<file path="config.mk">
export PLATFORM = sky130hd
export DESIGN_NAME = fpu_lite
export DESIGN_NICKNAME = d
export VERILOG_FILES = /design/src/design/fpu_lite_isa_pkg.sv /design/src/design/fpu_lite_pipe_pkg.sv /design/src/design/fpu_lite_if.sv /design/src/design/fpu_lite.sv /design/src/design/fpu_lite_issue_stage.sv /design/src/design/fpu_lite_operand_lane.sv /design/src/design/fpu_lite_regfile.sv /design/src/design/fpu_lite_sign_unit.sv
export VERILOG_INCLUDE_DIRS = /design/src /design/src/design
export SDC_FILE = /design/constraint.sdc
export NUM_CORES = 2
export LEC_CHECK = 0
export CAP_MARGIN = 10
export CORE_AREA = 2 2 298 300
export CTS_BUF_LIST = sky130_fd_sc_hd__clkbuf_8
export DETAILED_ROUTE_END_ITERATION = 10
export DIE_AREA = 0 0 300 302
export DONT_BUFFER_PORTS = 1
export PLACE_DENSITY = 0.7
export SETUP_SLACK_MARGIN = 0.02
export SLEW_MARGIN = 10
export SYNTH_ARGS = -nofsm -noshare
export SYNTH_HDL_FRONTEND = slang
export SYNTH_SLANG_ARGS = --single-unit
</file>
<file path="constraint.sdc">
create_clock -name clk_i -period 4.6 [get_ports clk_i]
set_clock_uncertainty 0.15 [all_clocks]
set_input_delay 0.69 -clock clk_i [delete_from_list [all_inputs] [get_ports clk_i]]
set_output_delay 0.69 -clock clk_i [all_outputs]
set_load 0.01 [all_outputs]
</file>
<file path="src/design/fpu_lite_macros.svh">
//--------------------------------------------------------------------------
// Widths, sizes and RISC-V field codes for the reduced FPU
// The funct7 codes carry a zero fmt field, so decode compares bits 6:2 only
// Only the S format exists, no D or H
//--------------------------------------------------------------------------
`ifndef FPU_LITE_MACROS_SVH
`define FPU_LITE_MACROS_SVH

`define FLEN       32
`define XLEN       32
`define NUM_FPR    32
`define FPR_AW     5
`define NUM_LANES  2

// OP-FP major opcode and funct7 groups
`define OPC_OP_FP  7'b1010011
`define F7_FSGNJ   7'b0010000
`define F7_FMV_X_W 7'b1110000
`define F7_FMV_W_X 7'b1111000
`define FMT_S      2'b00

`endif

</file>
<file path="src/design/fpu_lite_isa_pkg.sv">
//--------------------------------------------------------------------------
// Instruction word views used by the issue stage
// The r4 view is read only for its fmt field, which shares the funct7 bits
//--------------------------------------------------------------------------
`include "fpu_lite_macros.svh"

package fpu_lite_isa_pkg;

  typedef struct packed {
    logic [6:0]         funct7;
    logic [`FPR_AW-1:0] rs2;
    logic [`FPR_AW-1:0] rs1;
    logic [2:0]         funct3;
    logic [`FPR_AW-1:0] rd;
    logic [6:0]         opcode;
  } instr_r_t;

  // Fused layout, rs3 and fmt sit where funct7 is
  typedef struct packed {
    logic [`FPR_AW-1:0] rs3;
    logic [1:0]         fmt;
    logic [`FPR_AW-1:0] rs2;
    logic [`FPR_AW-1:0] rs1;
    logic [2:0]         rm;
    logic [`FPR_AW-1:0] rd;
    logic [6:0]         opcode;
  } instr_r4_t;

  typedef union packed {
    instr_r_t  r;
    instr_r4_t r4;
  } instr_u;

endpackage

</file>
<file path="src/design/fpu_lite_pipe_pkg.sv">
//--------------------------------------------------------------------------
// Operation codes carried through the execute stage
// Encodings above MV_W_X are never produced by the decoder
//--------------------------------------------------------------------------
package fpu_lite_pipe_pkg;

  typedef enum logic [2:0] {
    SGNJ,
    SGNJN,
    SGNJX,
    MV_X_W,
    MV_W_X
  } exec_op_e;

endpackage

</file>
<file path="src/design/fpu_lite_if.sv">
//--------------------------------------------------------------------------
// Internal buses between issue stage, operand lanes and sign unit
// Forwarding valids already mean "holds a floating-point destination"
//--------------------------------------------------------------------------
`timescale 1ns/10ps
`include "fpu_lite_macros.svh"

interface exec_if;
  import fpu_lite_pipe_pkg::*;

  logic               ex_valid;
  exec_op_e           ex_op;
  logic [`FPR_AW-1:0] ex_rd;
  logic               ex_rd_is_fp;
  // Pipeline enable, low only while the result stage is stalled
  logic               advance;

  modport issue (output ex_valid, ex_op, ex_rd, ex_rd_is_fp, input advance);
  modport exec  (input ex_valid, ex_op, ex_rd, ex_rd_is_fp, output advance);
  modport lane  (input advance);
endinterface

interface fwd_if;
  logic               ex_fwd_valid;
  logic [`FPR_AW-1:0] ex_fwd_rd;
  logic [`FLEN-1:0]   ex_fwd_data;
  logic               wb_fwd_valid;
  logic [`FPR_AW-1:0] wb_fwd_rd;
  logic [`FLEN-1:0]   wb_fwd_data;

  modport source (output ex_fwd_valid, ex_fwd_rd, ex_fwd_data,
                  output wb_fwd_valid, wb_fwd_rd, wb_fwd_data);
  modport lane   (input ex_fwd_valid, ex_fwd_rd, ex_fwd_data,
                  input wb_fwd_valid, wb_fwd_rd, wb_fwd_data);
endinterface

</file>
<file path="src/design/fpu_lite.sv">
//--------------------------------------------------------------------------
// Reduced FP offload subsystem, sign injection and FMV only
// Issue and result follow valid/ready, one instruction per transfer
// Latency is two cycles from issue to result with ready held high
// Only lane 0 takes the integer operand
//--------------------------------------------------------------------------
`timescale 1ns/10ps
`include "fpu_lite_macros.svh"

module fpu_lite (
  input  logic               clk_i,
  input  logic               reset_i,
  // Issue side
  input  logic               issue_valid_i,
  output logic               issue_ready_o,
  input  logic [31:0]        issue_instr_i,
  input  logic [`XLEN-1:0]   issue_int_op_i,
  output logic               issue_accept_o,
  // Result side
  output logic               result_valid_o,
  input  logic               result_ready_i,
  output logic [`FLEN-1:0]   result_data_o,
  output logic [`FPR_AW-1:0] result_rd_o,
  output logic               result_we_o
);

  logic [`NUM_LANES-1:0][`FPR_AW-1:0] rs_addr;
  logic [`NUM_LANES-1:0][`FLEN-1:0]   rf_rdata;
  logic [`NUM_LANES-1:0][`FLEN-1:0]   operand;
  logic                               use_int;
  logic                               rf_we;
  logic [`FPR_AW-1:0]                 rf_waddr;
  logic [`FLEN-1:0]                   rf_wdata;

  exec_if ex_bus ();
  fwd_if  fwd_bus ();

  assign issue_ready_o = ex_bus.advance;

  fpu_lite_issue_stage i_issue_stage (
    .clk_i          (clk_i),
    .reset_i        (reset_i),
    .issue_valid_i  (issue_valid_i),
    .issue_instr_i  (issue_instr_i),
    .issue_accept_o (issue_accept_o),
    .rs_addr_o      (rs_addr),
    .use_int_o      (use_int),
    .ex             (ex_bus)
  );

  fpu_lite_regfile i_regfile (
    .clk_i   (clk_i),
    .reset_i (reset_i),
    .raddr_i (rs_addr),
    .rdata_o (rf_rdata),
    .we_i    (rf_we),
    .waddr_i (rf_waddr),
    .wdata_i (rf_wdata)
  );

  for (genvar l = 0; l < `NUM_LANES; l++) begin : gen_lane
    fpu_lite_operand_lane i_lane (
      .clk_i      (clk_i),
      .reset_i    (reset_i),
      .rs_addr_i  (rs_addr[l]),
      .rf_rdata_i (rf_rdata[l]),
      .int_op_i   (issue_int_op_i),
      .use_int_i  ((l == 0) ? use_int : 1'b0),
      .fwd        (fwd_bus),
      .ex         (ex_bus),
      .operand_o  (operand[l])
    );
  end

  fpu_lite_sign_unit i_sign_unit (
    .clk_i          (clk_i),
    .reset_i        (reset_i),
    .operand_i      (operand),
    .ex             (ex_bus),
    .fwd            (fwd_bus),
    .result_ready_i (result_ready_i),
    .result_valid_o (result_valid_o),
    .result_data_o  (result_data_o),
    .result_rd_o    (result_rd_o),
    .result_we_o    (result_we_o),
    .rf_we_o        (rf_we),
    .rf_waddr_o     (rf_waddr),
    .rf_wdata_o     (rf_wdata)
  );

endmodule

</file>
<file path="src/design/fpu_lite_issue_stage.sv">
//--------------------------------------------------------------------------
// Decode and accept for the supported OP-FP subset, execute-stage metadata
// Accept is combinational and only meaningful while issue_valid_i is high
// Rejected transfers are consumed and leave the execute stage empty
//--------------------------------------------------------------------------
`timescale 1ns/10ps
`include "fpu_lite_macros.svh"

module fpu_lite_issue_stage (
  input  logic                                      clk_i,
  input  logic                                      reset_i,
  input  logic                                      issue_valid_i,
  input  fpu_lite_isa_pkg::instr_u                  issue_instr_i,
  output logic                                      issue_accept_o,
  output logic [`NUM_LANES-1:0][`FPR_AW-1:0]        rs_addr_o,
  output logic                                      use_int_o,
  exec_if.issue                                     ex
);
  import fpu_lite_pipe_pkg::*;

  logic     dec_ok;
  exec_op_e dec_op;
  logic     dec_rd_is_fp;

  // Source addresses straight from the r-type fields
  assign rs_addr_o[0] = issue_instr_i.r.rs1;
  assign rs_addr_o[1] = issue_instr_i.r.rs2;

  always_comb begin
    dec_ok       = 1'b0;
    dec_op       = SGNJ;
    dec_rd_is_fp = 1'b1;
    use_int_o    = 1'b0;
    // fmt lives in funct7[1:0], so the group compare ignores it
    if (issue_instr_i.r.opcode == `OPC_OP_FP && issue_instr_i.r4.fmt == `FMT_S) begin
      case ({issue_instr_i.r.funct7[6:2], 2'b00})
        `F7_FSGNJ: begin
          dec_ok = 1'b1;
          case (issue_instr_i.r.funct3)
            3'b000:  dec_op = SGNJ;
            3'b001:  dec_op = SGNJN;
            3'b010:  dec_op = SGNJX;
            default: dec_ok = 1'b0;
          endcase
        end
        `F7_FMV_X_W: begin
          // funct3 001 here would be FCLASS, not supported
          dec_ok       = (issue_instr_i.r.funct3 == 3'b000) && (issue_instr_i.r.rs2 == '0);
          dec_op       = MV_X_W;
          dec_rd_is_fp = 1'b0;
        end
        `F7_FMV_W_X: begin
          dec_ok    = (issue_instr_i.r.funct3 == 3'b000) && (issue_instr_i.r.rs2 == '0);
          dec_op    = MV_W_X;
          use_int_o = 1'b1;
        end
        default: ;
      endcase
    end
  end

  assign issue_accept_o = dec_ok;

  always_ff @(posedge clk_i) begin
    if (reset_i) begin
      ex.ex_valid    <= 1'b0;
      ex.ex_op       <= SGNJ;
      ex.ex_rd       <= '0;
      ex.ex_rd_is_fp <= 1'b0;
    end else if (ex.advance) begin
      ex.ex_valid    <= issue_valid_i & dec_ok;
      ex.ex_op       <= dec_op;
      ex.ex_rd       <= issue_instr_i.r.rd;
      ex.ex_rd_is_fp <= dec_rd_is_fp;
    end
  end

  a_ex_op_legal: assert property (@(posedge clk_i) disable iff (reset_i)
    ex.ex_valid |-> ex.ex_op inside {SGNJ, SGNJN, SGNJX, MV_X_W, MV_W_X});

endmodule

</file>
<file path="src/design/fpu_lite_operand_lane.sv">
//--------------------------------------------------------------------------
// One source operand: integer bypass, result forwarding, operand register
// Execute-stage result wins over the result stage, register file is last
//--------------------------------------------------------------------------
`timescale 1ns/10ps
`include "fpu_lite_macros.svh"

module fpu_lite_operand_lane (
  input  logic               clk_i,
  input  logic               reset_i,
  input  logic [`FPR_AW-1:0] rs_addr_i,
  input  logic [`FLEN-1:0]   rf_rdata_i,
  input  logic [`XLEN-1:0]   int_op_i,
  input  logic               use_int_i,
  fwd_if.lane                fwd,
  exec_if.lane               ex,
  output logic [`FLEN-1:0]   operand_o
);

  logic             ex_hit;
  logic             wb_hit;
  logic [`FLEN-1:0] operand_d;

  assign ex_hit = fwd.ex_fwd_valid && (fwd.ex_fwd_rd == rs_addr_i);
  assign wb_hit = fwd.wb_fwd_valid && (fwd.wb_fwd_rd == rs_addr_i);

  always_comb begin
    if (use_int_i) begin
      operand_d = int_op_i;
    end else if (ex_hit) begin
      operand_d = fwd.ex_fwd_data;
    end else if (wb_hit) begin
      operand_d = fwd.wb_fwd_data;
    end else begin
      operand_d = rf_rdata_i;
    end
  end

  always_ff @(posedge clk_i) begin
    if (reset_i) begin
      operand_o <= '0;
    end else if (ex.advance) begin
      operand_o <= operand_d;
    end
  end

  // Pending writeback must be captured, the register file is still stale
  a_wb_fwd_taken: assert property (@(posedge clk_i) disable iff (reset_i)
    ex.advance && !use_int_i && wb_hit && !ex_hit |=> operand_o == $past(fwd.wb_fwd_data));

endmodule

</file>
<file path="src/design/fpu_lite_regfile.sv">
//--------------------------------------------------------------------------
// Single-precision register file, 32 entries, cleared by reset
// Reads are combinational, so a same-cycle write is not visible yet
//--------------------------------------------------------------------------
`timescale 1ns/10ps
`include "fpu_lite_macros.svh"

module fpu_lite_regfile (
  input  logic                                 clk_i,
  input  logic                                 reset_i,
  input  logic [`NUM_LANES-1:0][`FPR_AW-1:0]   raddr_i,
  output logic [`NUM_LANES-1:0][`FLEN-1:0]     rdata_o,
  input  logic                                 we_i,
  input  logic [`FPR_AW-1:0]                   waddr_i,
  input  logic [`FLEN-1:0]                     wdata_i
);

  logic [`NUM_FPR-1:0][`FLEN-1:0] regs_q;

  always_ff @(posedge clk_i) begin
    if (reset_i) begin
      regs_q <= '0;
    end else if (we_i) begin
      regs_q[waddr_i] <= wdata_i;
    end
  end

  // One read port per operand lane
  for (genvar p = 0; p < `NUM_LANES; p++) begin : gen_rd_port
    assign rdata_o[p] = regs_q[raddr_i[p]];
  end

  a_we_known: assert property (@(posedge clk_i) disable iff (reset_i)
    !$isunknown(we_i));

endmodule

</file>
<file path="src/design/fpu_lite_sign_unit.sv">
//--------------------------------------------------------------------------
// Sign injection and moves, result stage and writeback control
// A result leaves only through the result handshake, FP destinations are
// written to the register file at that same edge
//--------------------------------------------------------------------------
`timescale 1ns/10ps
`include "fpu_lite_macros.svh"

module fpu_lite_sign_unit (
  input  logic                                clk_i,
  input  logic                                reset_i,
  input  logic [`NUM_LANES-1:0][`FLEN-1:0]    operand_i,
  exec_if.exec                                ex,
  fwd_if.source                               fwd,
  input  logic                                result_ready_i,
  output logic                                result_valid_o,
  output logic [`FLEN-1:0]                    result_data_o,
  output logic [`FPR_AW-1:0]                  result_rd_o,
  output logic                                result_we_o,
  output logic                                rf_we_o,
  output logic [`FPR_AW-1:0]                  rf_waddr_o,
  output logic [`FLEN-1:0]                    rf_wdata_o
);
  import fpu_lite_pipe_pkg::*;

  logic               advance;
  logic [`FLEN-1:0]   ex_result;
  logic               res_valid_q;
  logic [`FLEN-1:0]   res_data_q;
  logic [`FPR_AW-1:0] res_rd_q;
  logic               res_rd_is_fp_q;

  // ------------------------------------------------------------------------
  // Execute
  // ------------------------------------------------------------------------
  always_comb begin
    ex_result = operand_i[0];
    case (ex.ex_op)
      SGNJ:    ex_result[`FLEN-1] = operand_i[1][`FLEN-1];
      SGNJN:   ex_result[`FLEN-1] = ~operand_i[1][`FLEN-1];
      SGNJX:   ex_result[`FLEN-1] = operand_i[0][`FLEN-1] ^ operand_i[1][`FLEN-1];
      default: ;
    endcase
  end

  // Stall only when a held result is not taken
  assign advance    = ~res_valid_q | result_ready_i;
  assign ex.advance = advance;

  // ------------------------------------------------------------------------
  // Result stage
  // ------------------------------------------------------------------------
  always_ff @(posedge clk_i) begin
    if (reset_i) begin
      res_valid_q    <= 1'b0;
      res_data_q     <= '0;
      res_rd_q       <= '0;
      res_rd_is_fp_q <= 1'b0;
    end else if (advance) begin
      res_valid_q    <= ex.ex_valid;
      res_data_q     <= ex_result;
      res_rd_q       <= ex.ex_rd;
      res_rd_is_fp_q <= ex.ex_rd_is_fp;
    end
  end

  assign result_valid_o = res_valid_q;
  assign result_data_o  = res_data_q;
  assign result_rd_o    = res_rd_q;
  // Integer destination only for FMV.X.W
  assign result_we_o    = res_valid_q & ~res_rd_is_fp_q;

  assign rf_we_o    = res_valid_q & res_rd_is_fp_q & result_ready_i;
  assign rf_waddr_o = res_rd_q;
  assign rf_wdata_o = res_data_q;

  // Forwarding sources, younger one from execute
  assign fwd.ex_fwd_valid = ex.ex_valid & ex.ex_rd_is_fp;
  assign fwd.ex_fwd_rd    = ex.ex_rd;
  assign fwd.ex_fwd_data  = ex_result;
  assign fwd.wb_fwd_valid = res_valid_q & res_rd_is_fp_q;
  assign fwd.wb_fwd_rd    = res_rd_q;
  assign fwd.wb_fwd_data  = res_data_q;

  a_result_hold: assert property (@(posedge clk_i) disable iff (reset_i)
    result_valid_o && !result_ready_i |=> result_valid_o && $stable(result_data_o)
      && $stable(result_rd_o) && $stable(result_we_o));

endmodule

</file>
# --- After elaboration in Yosys (flattened, before gate mapping) ---
# Index checks and enable logic that the tools add are counted.
classes:
  n_lt_le_gt_ge: 4
  n_reduce_logical: 14
  mux: 23
  n_bitwise: 10
  n_eq_ne: 13
op_table:
  columns: ["operator", "n"]
  rows:
  - ["bitwise mux 1024 bit", 1]
  - ["binary-select mux 32 bit (select 5 bit)", 2]
  - ["2-to-1 mux 32 bit", 8]
  - ["demux 32 bit (select 5 bit)", 1]
  - ["== test 5 bit", 4]
  - ["less-than comparator 5 x 6 -> 1 bit, second input constant", 3]
  - ["== test 5 bit, second input constant", 2]
  - ["one-hot mux 3 bit (3 select lines)", 1]
  - ["== test 7 bit, second input constant", 1]
  - ["logical AND 1 bit", 7]
  - ["== test 3 x 1 -> 1 bit, second input constant", 2]
  - ["== test 3 x 2 -> 1 bit, second input constant", 2]
  - ["logical NOT 3 bit", 2]
  - ["2-to-1 mux 1 bit", 6]
  - ["bitwise AND 1 bit", 5]
  - ["== test 5 x 3 -> 1 bit, second input constant", 1]
  - ["greater-or-equal comparator 5 x 1 -> 1 bit, second input constant", 1]
  - ["logical NOT 5 bit", 1]
  - ["one-hot mux 2 bit (2 select lines)", 1]
  - ["2-to-1 mux 3 bit", 1]
  - ["NOT 1 bit", 3]
  - ["one-hot mux 1 bit (3 select lines)", 1]
  - ["OR reduction 3 bit", 1]
  - ["logical NOT 2 bit", 1]
  - ["6 further kinds", 6]
totals:
  elab_cells: 107
  regBits: 1137
  inputBits: 68
  out_inout_bits: 41

# --- Longest topological paths before layout ---
logic_depth:
  depth_word: 6
  ltp_mapped: 11
  depth_no_buf: 6

# --- Modules after synthesis ---
# Synthesis repeated with hierarchy kept, for this count alone.
unflattened:
  hier_cells: 7953
  area_unflattened_um2: 60943.4
by_module_without_submodules:
  columns: ["mod", "instances", "cells_each", "area_per_inst_um2"]
  rows:
  - ["fpu_lite_regfile", 1, 6913, 52874.5]
  - ["fpu_lite_operand_lane", 2, 343, 2603.7]
  - ["fpu_lite_sign_unit", 1, 290, 2272.2]
  - ["fpu_lite_issue_stage", 1, 63, 585.6]
  - ["fpu_lite", 1, 1, 3.8]

# --- Worst setup path before layout ---
# Ideal clock, no wire load.
synth_timing:
  path_kind: "input-to-output"
  start: "input issue_instr_i[21]"
  end: "output issue_accept_o"
  cell_stages: 6
  slack_ns: 1.873
  t_arrival_ns: 1.887
  t_required_ns: 3.760
  cell_sequence: "clkbuf_1 -> buf_2 -> nor4_1 -> nor4bb_1 -> a21oi_1 -> nor3_1"
synth_between:
  elab_chain_cells: 4
synth_rtl:
  columns: ["item", "line", "rtl"]
  rows:
  - ["start, declared", "fpu_lite.sv:16", "input logic [31:0] issue_instr_i,"]
  - ["logical NOT 5 bit", "fpu_lite_issue_stage.sv:48, fpu_lite_issue_stage.sv:53", null]
  - ["logical AND 1 bit", "fpu_lite_issue_stage.sv:48, fpu_lite_issue_stage.sv:53", null]
  - ["one-hot mux 1 bit (2 select lines)", "fpu_lite_issue_stage.sv:36", "case ({issue_instr_i.r.funct7[6:2], 2'b00})"]
  - ["2-to-1 mux 1 bit", "fpu_lite_issue_stage.sv:35", "if (issue_instr_i.r.opcode == `OPC_OP_FP && issue_instr_i.r4.fmt == `FMT_S) begin"]
  - ["end, declared", "fpu_lite.sv:18", "output logic issue_accept_o,"]
# No other way between the ends.

# --- Worst setup path in the final report ---
layout_timing:
  start: "register i_sign_unit.res_rd_q[0] (netlist: i_sign_unit.fwd.wb_fwd_rd[0])"
  end: "register i_regfile.regs_q[829] in the netlist's numbering"
layout_between:
  elab_chain_cells: 5
layout_rtl:
  columns: ["item", "line", "rtl"]
  rows:
  - ["start, declared", "fpu_lite_sign_unit.sv:30", "logic [`FPR_AW-1:0] res_rd_q;"]
  - ["start signal, assigned", "fpu_lite_sign_unit.sv:62", "res_rd_q <= ex.ex_rd;"]
  - ["less-than comparator 5 x 6 -> 1 bit (implied by the code) or greater-or-equal comparator 5 x 1 -> 1 bit (tied branches)", "fpu_lite_regfile.sv:24", "regs_q[waddr_i] <= wdata_i;"]
  - ["logical AND 1 bit (implied by the code)", "fpu_lite_regfile.sv:24", null]
  - ["2-to-1 mux 32 bit (implied by the code)", "fpu_lite_regfile.sv:24", null]
  - ["demux 32 bit (select 5 bit) *", null, null]
  - ["bitwise mux 1024 bit *", "fpu_lite_regfile.sv:24", null]
  - ["end signal, assigned by index", "fpu_lite_regfile.sv:24", null]
  - ["end, declared", "fpu_lite_regfile.sv:18", "logic [`NUM_FPR-1:0][`FLEN-1:0] regs_q;"]
# Every way passes the cells marked *; elsewhere a longest branch is shown, timed or not.
# A chain may end at the register's enable or synchronous reset.

==> results_dict.tcl <==
set metrics [dict create \
    synth_nets 5869 \
    ios 109 \
    cts_resized 0 \
    cts.path.max_buffers 3 \
    layout_commonest_cell "nand2_1" \
    num_vias 46200 \
    crit_buf_inv 2 \
    dieArea_um2 90600 \
    fin_nets 6476 \
    hold_viol_final 0 \
    cp_cell_sequence "nand4_1 -> nor2_1 -> nand2_1 -> buf_4 -> nand2_1 -> a21oi_1 -> dlygate4sd3_1" \
    violations "max-slew violations" \
    max_freq_mhz 252 \
    ys_warn_count 0 \
    core-area_um2 87600 \
    fin_util_pct 68.9 \
    area_growth_pct 26.7 \
    final_max_slew_viol_count 633 \
    drc 0 \
    vias_per_cell 5.99 \
    drtIter0Drc 5726 \
    worst-setup-path-type "register to register" \
    power_leakage_nw 22.7 \
    cts_max_level 4 \
    cts_sinks 1106 \
    whs_ps 44.8 \
    initial_core_util_pct 54.4 \
    setup-tns-final_ps 0 \
    synth-edff-count 0 \
    layout_common_cells "nand2_1, dfxtp_1, a21oi_1, dlygate4sd3_1, clkbuf_8" \
    cts_root_buf "clkbuf_8" \
    cp-end-kind "register" \
    antenna_found_initial 10 \
    ant_nets 0 \
    numCtsBuffers 177 \
    period_share_pct 86.3 \
    cp_slowest_cell "nand2_1" \
    drive_gt1_share_pct 9.74 \
    max-vdd-ir-drop_v 0.000312 \
    post_drt_wl_per_cell_um 22.0 \
    p_per_area_nw_per_um2 309 \
    async_flop_share_pct 0 \
    worstMarginPinSlew_ps 3100 \
    start_kind "register" \
    grt_max_degree 854 \
    relSlewSlack_pct -107 \
    synth_seq_area_share_pct 46.5 \
    cp.required_ps 5190 \
    hold_class "input pin to register" \
    finalWeightedCongestion 0.851 \
    cts_setup_buffers 0 \
    tritoncts "done" \
    r2r_setup_slack_ps 630 \
    clock_latency_ps 880 \
    crit_fanout 18 \
    rows 109 \
    setup_viol 0 \
    drt-total-wl_um 170000 \
    worstPathArrival_ps 4560 \
    track_usage_pct 36.8 \
    dp_hpwl_um 85000 \
    drv_cap 0 \
    first_pass_iters 6 \
    rsz0062_at_grt "false" \
    die_h_um 302 \
    synth_ff_type "dfxtp_1" \
    clk_pin_slew_ps 60 \
    syn_inst 5801 \
    synth_area_um2 47600 \
    fin_crit_ps 3970 \
    die_w_um 300 \
    ys_types 62 \
    grt_pass1_wl_um 259000 \
    grt_overflow 0 \
    status "finished, violations left" \
    grt_pass1_vias 45800 \
    finalPower_w 0.0186 \
    critPathTopFamily "simple AND/OR/NAND/NOR gates" \
    slowest_delay_ps 810 \
    cp_common_cell "nand2_1" \
    ys_seq_elements 1106 \
    portBuffers 0 \
    syn_avg_cell_area_um2 8.20 \
]
-- worst register-to-register path: stages, from the launching register on --
cell and delay, ps:
dfxtp_1 640, nand4_1 250, nor2_1 540, nand2_1 810, buf_4 550, nand2_1 150
a21oi_1 80, dlygate4sd3_1 670
-- cell families (layout without fill, tap and decap cells) --
kind of cell              Yosys count  after routing  synth area share [%]
muxes                             350            350                  12.8
DFF                              1106           1106                  46.5
xor gates and xnor gates           20             20                 0.368
and+or+nand+nor                  2410           2410                  19.7
AOI/OAI and AO/OA                1329           1329                  15.4
buffers and inverters             586           1335                  5.19
other                               0              6                     0
-- layout make-up --
type                            count  area [um^2]
Inverter                            8         30.0
Multi-Input combinational cell   4109        23300
Sequential cell                  1106        22100
Fill cell                        6782        27300
Tap cell                         1165         1460
Antenna cell                        6         15.0
Clock buffer                      223         3070
Timing Repair Buffer             1006         9790
Clock inverter                     98          472
-- routing by layer --
layer | routed length (um) | part of all wire (%) | up-vias | GRT usage (%)
met5 | 80 | 0.047 | - | 0
met2 | 77600 | 46 | 2748 | 59.0
met4 | 8880 | 5.2 | 12 | 19.1
met3 | 20000 | 12 | 657 | 8.22
met1 | 63400 | 37 | 22000 | 46.9
li1 | - | - | 20800 | -
-- what timing repair did --
action | CTS | global route
hold buffers | 887 | 0
hold endpoints to repair | 1105 | 0
setup endpoints to repair | 0 | 0
-- state kept, by name, summed over array words and instances (netlist names) --
signal and cells:
i_issue_stage.ex.ex_valid 1, i_sign_unit.fwd.wb_fwd_rd 5, i_issue_stage.ex.ex_rd 5, i_regfile.regs_q 1024, i_sign_unit.fwd.wb_fwd_data 32, gen_lane.i_lane.operand_o 33, i_issue_stage.ex.ex_rd_is_fp 1, i_sign_unit.result_valid_o 1
i_issue_stage.ex.ex_op 3, i_sign_unit.res_rd_is_fp_q 1
-- cell usage after synthesis, types with 17 or more instances --
master / n / share of area, %
mux4_2: 207 / 9.8
nand3_1: 27 / 0.28
buf_4: 18 / 0.28
a221oi_1: 61 / 1.1
o211ai_1: 19 / 0.30
buf_1: 28 / 0.22
clkbuf_1: 472 / 3.7
buf_2: 42 / 0.44
mux2i_1: 143 / 3.0
nor2_1: 61 / 0.48
nand2b_1: 19 / 0.25
dfxtp_1: 1106 / 47
a22oi_1: 98 / 1.5
nand2_1: 2217 / 17
nor3_1: 17 / 0.18
a21oi_1: 1085 / 11
-- report_power, final --
part / internal (W) / switching (W) / total (W)
Clock: 0.00437 / 0.00408 / 0.00845
Sequential: 0.00960 / 0.0000544 / 0.00965
Combinational: 0.000223 / 0.000279 / 0.000502
-- worst paths after layout --
check / start / to / depth (start not counted)
min reg2reg: i_regfile.regs_q[1011] / i_regfile.regs_q[1011] / 2
max reg2reg: i_sign_unit.fwd.wb_fwd_rd[0] / i_regfile.regs_q[829] / 7
max: i_sign_unit.fwd.wb_fwd_rd[0] / i_regfile.regs_q[829] / 7
min: issue_instr_i[19] / gen_lane[0].i_lane.operand_o[7] / 3
-- stage by stage --
| step | area, um^2 | worst slack [ps] | std cells |
|---|---|---|---|
| final | 60300 | 632 | 7721 |
| after global routing | 60300 | 649 | 7719 |
| after CTS | 60300 | 908 | 7715 |
| after detailed placement | 47800 | 1300 | 6507 |
| after global placement | 47800 | 1310 | 6507 |
| after floorplan | 47600 | 1870 | 5801 |
(Power assumes the default switching activity.)
